## config.mk

```make
export PLATFORM = sky130hd
export DESIGN_NAME = fifo_flops_push_credit
export DESIGN_NICKNAME = d
export VERILOG_FILES = /design/src/design/fifo_pkg.sv /design/src/design/fifo_push_ctrl.sv /design/src/design/ram_flops_tile.sv /design/src/design/fifo_pop_ctrl.sv /design/src/design/fifo_flops_push_credit.sv
export SDC_FILE = /design/constraint.sdc
export NUM_CORES = 1
export LEC_CHECK = 0
export ABC_CLOCK_PERIOD_IN_PS = 4600
export BUFFER_PORTS_ARGS = -buffer_cell sky130_fd_sc_hd__buf_2
export CAP_MARGIN = 10
export CORE_MARGIN = 1.5
export CORE_UTILIZATION = 52
export CTS_CLUSTER_SIZE = 12
export DETAILED_ROUTE_END_ITERATION = 6
export PLACE_DENSITY = 0.75
export SLEW_MARGIN = 20
export SYNTH_ARGS = -nofsm -noshare
export SYNTH_HDL_FRONTEND = slang
export SYNTH_SLANG_ARGS = --single-unit
```

## constraint.sdc

```tcl
create_clock -name clk -period 4.6 [get_ports clk]
set_clock_uncertainty 0.1 [all_clocks]
set_input_delay 0.46 -clock clk [delete_from_list [all_inputs] [get_ports clk]]
set_output_delay 0.46 -clock clk [all_outputs]
set_load 0.01 [all_outputs]
```

## src/design/fifo_pkg.sv

```systemverilog
// Widths are fixed at 32 bits by 8 entries in 4 tiles; tile_width must divide data_width evenly
package fifo_pkg;

  // --------------------
  // Sizes
  // --------------------
  // Entries held by the FIFO, counting the pop output register
  localparam int fifo_depth = 8;
  localparam int data_width = 32;
  // The flop RAM is cut along its width only
  localparam int width_tiles = 4;
  localparam int tile_width = data_width / width_tiles;
  localparam int addr_width = $clog2(fifo_depth);
  // Counts run from 0 to fifo_depth inclusive
  localparam int count_width = $clog2(fifo_depth + 1);

  // --------------------
  // Types
  // --------------------
  typedef logic [data_width-1:0] fifo_data_t;
  typedef logic [tile_width-1:0] tile_data_t;
  typedef logic [addr_width-1:0] fifo_addr_t;
  typedef logic [count_width-1:0] fifo_count_t;

  // One RAM write, shared by all tiles
  typedef struct packed {
    logic       valid;
    fifo_addr_t addr;
    fifo_data_t data;
  } ram_wr_t;

  // Occupancy of the registered pop stage
  typedef enum logic {
    out_empty,
    out_full
  } pop_state_t;

endpackage

```

## src/design/fifo_push_ctrl.sv

```systemverilog
// Sender must push only with a credit in hand; a push is written without checking for overflow
`timescale 1ns/10ps

module fifo_push_ctrl (
  input  logic                 clk,
  input  logic                 rst,
  input  logic                 push_credit_stall,
  input  fifo_pkg::fifo_count_t credit_withhold,
  input  logic                 push_valid,
  input  fifo_pkg::fifo_data_t push_data,
  input  logic                 pop_pulse,
  output logic                 push_credit,
  output logic                 push_receiver_in_reset,
  output fifo_pkg::fifo_count_t credit_count,
  output fifo_pkg::fifo_count_t credit_available,
  output fifo_pkg::ram_wr_t    ram_wr,
  output logic                 wr_pulse
);
  import fifo_pkg::*;

  logic        in_reset_q;
  logic        above_withhold;
  fifo_count_t credit_cnt;
  fifo_addr_t  wr_ptr;

  // --------------------
  // Reset indication
  // --------------------
  // The flop stretches the indication one cycle past the fall of rst
  always_ff @(posedge clk) begin
    in_reset_q <= rst;
  end

  // The rst term covers the cycles before the first clock edge
  assign push_receiver_in_reset = rst || in_reset_q;

  // --------------------
  // Credit counter
  // --------------------
  // Credits are only handed out while more than the withheld amount remains
  assign above_withhold = credit_cnt > credit_withhold;

  // Credit return is a combinational pulse in the cycle the condition holds
  assign push_credit = above_withhold && !push_credit_stall && !push_receiver_in_reset;

  // Each issued credit takes a slot, each pop gives one back
  always_ff @(posedge clk) begin
    if (rst) begin
      credit_cnt <= fifo_count_t'(fifo_depth);
    end else if (push_credit && !pop_pulse) begin
      credit_cnt <= credit_cnt - fifo_count_t'(1);
    end else if (pop_pulse && !push_credit) begin
      credit_cnt <= credit_cnt + fifo_count_t'(1);
    end
  end

  assign credit_count = credit_cnt;

  // Credits the receiver could still give out if stall were low
  assign credit_available = above_withhold ? credit_cnt - credit_withhold : '0;

  // --------------------
  // Write side
  // --------------------
  // Pointer wraps naturally since the depth is a power of two
  always_ff @(posedge clk) begin
    if (rst) begin
      wr_ptr <= '0;
    end else if (push_valid) begin
      wr_ptr <= wr_ptr + fifo_addr_t'(1);
    end
  end

  // The push is written at the same edge it arrives, no address or data stage
  assign ram_wr.valid = push_valid;
  assign ram_wr.addr  = wr_ptr;
  assign ram_wr.data  = push_data;

  // The pop controller counts this write at the same edge as the RAM stores it
  assign wr_pulse = push_valid;

endmodule

```

## src/design/ram_flops_tile.sv

```systemverilog
// One width slice of the flop RAM; no reset on storage, and reads of unwritten words are undefined
`timescale 1ns/10ps

module ram_flops_tile (
  input  logic                 clk,
  input  logic                 wr_valid,
  input  fifo_pkg::fifo_addr_t wr_addr,
  input  fifo_pkg::tile_data_t wr_data,
  input  fifo_pkg::fifo_addr_t rd_addr,
  output fifo_pkg::tile_data_t rd_data
);
  import fifo_pkg::*;

  // Storage for this tile's slice of every entry
  tile_data_t mem [fifo_depth];

  // --------------------
  // Write port
  // --------------------
  // A single word is stored per strobe
  always_ff @(posedge clk) begin
    if (wr_valid) begin
      mem[wr_addr] <= wr_data;
    end
  end

  // --------------------
  // Read port
  // --------------------
  // The FIFO never reads the slot being written in the same cycle,
  // so no write-to-read forwarding is needed here
  assign rd_data = mem[rd_addr];

endmodule

```

## src/design/fifo_pop_ctrl.sv

```systemverilog
// Items counts the RAM and the output register together; writes become poppable one cycle later
`timescale 1ns/10ps

module fifo_pop_ctrl (
  input  logic                  clk,
  input  logic                  rst,
  input  logic                  wr_pulse,
  input  fifo_pkg::fifo_data_t  rd_data,
  input  logic                  pop_ready,
  output fifo_pkg::fifo_addr_t  rd_addr,
  output logic                  pop_valid,
  output fifo_pkg::fifo_data_t  pop_data,
  output logic                  pop_pulse,
  output fifo_pkg::fifo_count_t items,
  output fifo_pkg::fifo_count_t slots,
  output logic                  full,
  output logic                  empty
);
  import fifo_pkg::*;

  pop_state_t  state;
  pop_state_t  state_next;
  fifo_count_t ram_items;
  fifo_addr_t  rd_ptr;
  logic        load;

  // --------------------
  // Output handshake
  // --------------------
  assign pop_valid = (state == out_full);

  // A transfer frees one credit back on the push side
  assign pop_pulse = pop_valid && pop_ready;

  // --------------------
  // Occupancy
  // --------------------
  // Entries still in the RAM, excluding the one held in the output register.
  // A write from this cycle is not counted yet, so push never reaches pop
  // combinationally
  assign ram_items = items - fifo_count_t'(pop_valid);

  // Refill when the register is free or is being emptied this cycle
  assign load = (ram_items != '0) && (!pop_valid || pop_ready);

  always_ff @(posedge clk) begin
    if (rst) begin
      items <= '0;
    end else if (wr_pulse && !pop_pulse) begin
      items <= items + fifo_count_t'(1);
    end else if (pop_pulse && !wr_pulse) begin
      items <= items - fifo_count_t'(1);
    end
  end

  assign slots = fifo_count_t'(fifo_depth) - items;
  assign full  = (items == fifo_count_t'(fifo_depth));
  assign empty = (items == '0);

  // --------------------
  // Output register FSM
  // --------------------
  always_comb begin
    state_next = state;
    if (load) begin
      state_next = out_full;
    end else if (pop_pulse) begin
      state_next = out_empty;
    end
  end

  always_ff @(posedge clk) begin
    if (rst) begin
      state <= out_empty;
    end else begin
      state <= state_next;
    end
  end

  // Read pointer moves once per word handed to the output register
  always_ff @(posedge clk) begin
    if (rst) begin
      rd_ptr <= '0;
    end else if (load) begin
      rd_ptr <= rd_ptr + fifo_addr_t'(1);
    end
  end

  assign rd_addr = rd_ptr;

  // Payload only changes on a load, which keeps it stable under back-pressure
  always_ff @(posedge clk) begin
    if (load) begin
      pop_data <= rd_data;
    end
  end

endmodule

```

## src/design/fifo_flops_push_credit.sv

```systemverilog
// Credit/valid push and ready/valid pop FIFO, 32 by 8, no bypass; push to pop latency is 2 cycles
`timescale 1ns/10ps

module fifo_flops_push_credit (
  input  logic                  clk,
  input  logic                  rst,
  input  logic                  push_credit_stall,
  input  fifo_pkg::fifo_count_t credit_withhold,
  input  logic                  push_valid,
  input  fifo_pkg::fifo_data_t  push_data,
  input  logic                  pop_ready,
  output logic                  push_credit,
  output logic                  push_receiver_in_reset,
  output fifo_pkg::fifo_count_t credit_count,
  output fifo_pkg::fifo_count_t credit_available,
  output logic                  pop_valid,
  output fifo_pkg::fifo_data_t  pop_data,
  output fifo_pkg::fifo_count_t items,
  output fifo_pkg::fifo_count_t slots,
  output logic                  full,
  output logic                  empty
);
  import fifo_pkg::*;

  ram_wr_t    ram_wr;
  fifo_addr_t rd_addr;
  fifo_data_t rd_data;
  logic       wr_pulse;
  logic       pop_pulse;

  // --------------------
  // Push side
  // --------------------
  fifo_push_ctrl u_push_ctrl (
    .clk                    (clk),
    .rst                    (rst),
    .push_credit_stall      (push_credit_stall),
    .credit_withhold        (credit_withhold),
    .push_valid             (push_valid),
    .push_data              (push_data),
    .pop_pulse              (pop_pulse),
    .push_credit            (push_credit),
    .push_receiver_in_reset (push_receiver_in_reset),
    .credit_count           (credit_count),
    .credit_available       (credit_available),
    .ram_wr                 (ram_wr),
    .wr_pulse               (wr_pulse)
  );

  // --------------------
  // Flop RAM
  // --------------------
  // Each tile holds one byte lane; all share the write strobe and both addresses
  for (genvar i = 0; i < width_tiles; i++) begin : g_tile
    ram_flops_tile u_tile (
      .clk      (clk),
      .wr_valid (ram_wr.valid),
      .wr_addr  (ram_wr.addr),
      .wr_data  (ram_wr.data[i*tile_width +: tile_width]),
      .rd_addr  (rd_addr),
      .rd_data  (rd_data[i*tile_width +: tile_width])
    );
  end

  // --------------------
  // Pop side
  // --------------------
  fifo_pop_ctrl u_pop_ctrl (
    .clk       (clk),
    .rst       (rst),
    .wr_pulse  (wr_pulse),
    .rd_data   (rd_data),
    .pop_ready (pop_ready),
    .rd_addr   (rd_addr),
    .pop_valid (pop_valid),
    .pop_data  (pop_data),
    .pop_pulse (pop_pulse),
    .items     (items),
    .slots     (slots),
    .full      (full),
    .empty     (empty)
  );

endmodule

```

==> run_results.csv <==
group,metric,value,unit
clocking,postCtsSetupBuffers,0,
grt,grt_max_degree,44,
pwr,irDropWorstVdd,310,uV
setup_path,cpMaxStageDelayCell,"dfxtp_1",
clocking,clk_path_buf_depth,3,
timing,worstMarginPinSlew,1.08,ns
route,routed_via_density,5.84,
route,ant_nets,0,
timing,setup_tns,0,ns
synthesis,synth.area.top_cells,"edfxtp_1 73%, mux4_2 7.4%, mux4_1 5.5%",
timing,fin_worst_hold_slack,0.0782,ns
timing,fin_crit,3.57,ns
clocking,tritoncts,"yes",
pwr,p_leak,4.54,nW
synthesis,synth_top_area_cell,"edfxtp_1",
cells_and_area,final_design_area_no_fill,13500,sq um
setup_path,cpMostUsedCell,"ha_1",
synthesis,synth-seq-cells,304,
clocking,cts_buffers,30,
setup_path,cp_data_arrival_time,3.94,ns
synthesis,postSynthCellCount,539,
placement,dpl.cell_count,906,
setup_path,critPathBufInv,1,
synthesis,ys_dominant_reg_cell,"edfxtp_1",
setup_path,reg2reg_depth,14,
placement,portBuffers,93,
synthesis,yosysSeqAreaShare,75.8,%
cells_and_area,fin_cells,956,
setup_path,critPathTopFamily,"adder cells",
synthesis,synthesis.nets,596,
timing,fin_crit_sh,77.5,%
route,wl_met1,8950,um
hold_path,whs_path_depth,1,
cells_and_area,layout_common_cells,"288 x edfxtp_1, 93 x buf_2, 39 x mux4_2",
clocking,root_buffer,"clkbuf_16",
clocking,h-tree-depth,1,
route,drt-total-wl,22100,um
route,vias,5583,
hold_path,hp-start,"push_data[25]",
route,routed_wire_length_per_instance,23.1,um
clocking,clkSinkCount,304,
setup_path,end_kind,"flip-flop",
cells_and_area,layout_commonest_cell,"edfxtp_1",
setup_path,slowest_delay,0.43,ns
synthesis,synthDistinctLibCells,42,
placement,placed_area,12700,sq um
clocking,cts_hold_repair.buffers,0,
setup_path,r2r-end,"u_push_ctrl.credit_count[2]",
placement,gp_congestion,0.717,
flow_run,maxCapViolations,0,
hold_path,min_path_type,"input port to flip-flop",
clocking,cts_resized,0,
route,highest_layer,"met4",
cells_and_area,drive_gt1_share,33.1,%
grt,grt_pass1_vias,5871,
cells_and_area,fillers,1534,
hold_path,hold_end,"g_tile[3].u_tile.mem[6][1]",
setup_path,critPathLaunchType,"flip-flop",
grt,grt_pass1_wl,33900,um
grt,grt.overflow.total,0,
placement,dp.final_hpwl,12500,um
synthesis,syn_area,11800,sq um
cells_and_area,area_growth,14.1,%
synthesis,synth-edff-count,288,
setup_path,reg2reg_from,"u_push_ctrl.credit_count[0]",
clocking,clk_transition_reported_paths,0.06,ns
setup_path,crit_cells,14,
synthesis,ys_async_sr_fraction,0,%
setup_path,crit_fanout,6,
setup_path,critPathLaunch,"u_push_ctrl.credit_count[0]",
timing,grt_setup_unrepaired,"no",
route,drc_errors,0,
clocking,clk_latency,0.55,ns
synthesis,syn_avg_cell_area,22.0,sq um
die,die_h,154,um
route,routed-wl-met3,1240,um
timing,drv_slew,0,
synthesis,yosysWarnings,0,
route,drt_first_iter_violations,419,
die,die_area,23700,sq um
setup_path,critPathKind,"flip-flop to flip-flop",
die,fp.dieW,154,um
setup_path,ff2ff_setup_slack,1.03,ns
die,initial_utilization,52.6,%
die,ios,94,
pwr,p_per_area,534,nW/um^2
pwr,power,7.21,mW
timing,setup_viol,0,
synthesis,yosysTopAreaCellShare,73.1,%
timing,fmax,0.280,GHz
setup_path,worstPathRequired,4.98,ns
cells_and_area,num-nets-final,710,
die,fp.coreArea,22500,sq um
status,outcome,"completed",
route,wl_met2,11400,um
route,drtPass1Iterations,4,
die,floorplan.rows,55,
grt,antenna_found_initial,1,
timing,hold_viol,0,
setup_path,worstPathCellList,"inv_1, ha_1, fa_1, nor2b_1, o21a_1, o21ai_0, nor3_1, ha_1, xor2_1, ha_1, a21oi_1, xor2_1, or3_1, a21oi_1",
timing,maxSlewHeadroom,27.8,%
grt,grtUsageTotal,19.2,%
layout make-up:
| type | instances | area [sq um] | area share (%) |
|---|---|---|---|
| multi-input cells | 202 | 2730 | 20.2 |
| inverters | 10 | 37.5 | 0.278 |
| clock inverters | 5 | 22.5 | 0.167 |
| diodes | 1 | 2.50 | 0.0185 |
| clock buffers | 44 | 825 | 6.11 |
| well taps | 285 | 357 | 2.64 |
| flip-flops and latches | 304 | 8970 | 66.5 |
| repair buffers | 105 | 556 | 4.11 |
logic make-up after synthesis:
kind of cell	count (synthesis)	synth area share, %
AOI/OAI and AO/OA	18	1.03
xor gates and xnor gates	11	0.814
adders and majority gates	16	1.82
and+or+nand+nor	55	2.30
buffers and inverters	33	1.73
DFF	304	75.8
muxes	102	16.5
stage by stage:
step	worst slack (ns)	utilization (%)
floorplan	1.28	-
global placement	1.28	56.2
detailed placement	0.994	56.2
CTS	1.06	60.0
global route	0.874	60.0
finish	1.03	60.0
synthesized netlist by cell type, drive strengths merged (2+ instances only):
| cell type | n |
|---|---|
| nor3b | 2 |
| dfxtp | 16 |
| xor2 | 6 |
| nand2b | 3 |
| nand2 | 6 |
| buf | 13 |
| mux2 | 33 |
| a21oi | 5 |
| mux4 | 64 |
| clkbuf | 10 |
| edfxtp | 288 |
| o21ai | 5 |
| nor2 | 24 |
| ha | 14 |
| mux2i | 5 |
| nor3 | 6 |
| inv | 10 |
| xnor2 | 5 |
| fa | 2 |
| nor2b | 6 |
layer usage:
layer  GRT usage [%]  up-vias
li1                -     2445
met1            24.9     2903
met2            33.7      198
met3            3.18       37
met4            5.69        0
met5               0        -
how the worst max path moves through the flow:
stage               slack (ns)                          end
floorplan                 1.28  u_push_ctrl.credit_count[2]
global placement          1.28  u_push_ctrl.credit_count[2]
detailed placement        0.99  u_push_ctrl.credit_count[2]
CTS                       1.06  u_push_ctrl.credit_count[2]
global route              0.87  u_push_ctrl.credit_count[2]
finish                    1.03  u_push_ctrl.credit_count[2]
state kept, by name (all words and copies together) (netlist names):
name	count
g_tile.u_tile.mem	256
u_pop_ctrl.items	4
u_pop_ctrl.pop_data	32
u_pop_ctrl.pop_valid	1
u_pop_ctrl.rd_addr	3
u_push_ctrl.credit_count	4
u_push_ctrl.in_reset_q	1
u_push_ctrl.wr_ptr	3
report_power, final:
group,leakage (nW),switching (mW),internal [mW]
Sequential,2.78,0.206,3.38
Clock,0.404,0.928,1.22
Combinational,1.36,0.740,0.735
No activity file was read; power rests on OpenSTA's default activity.
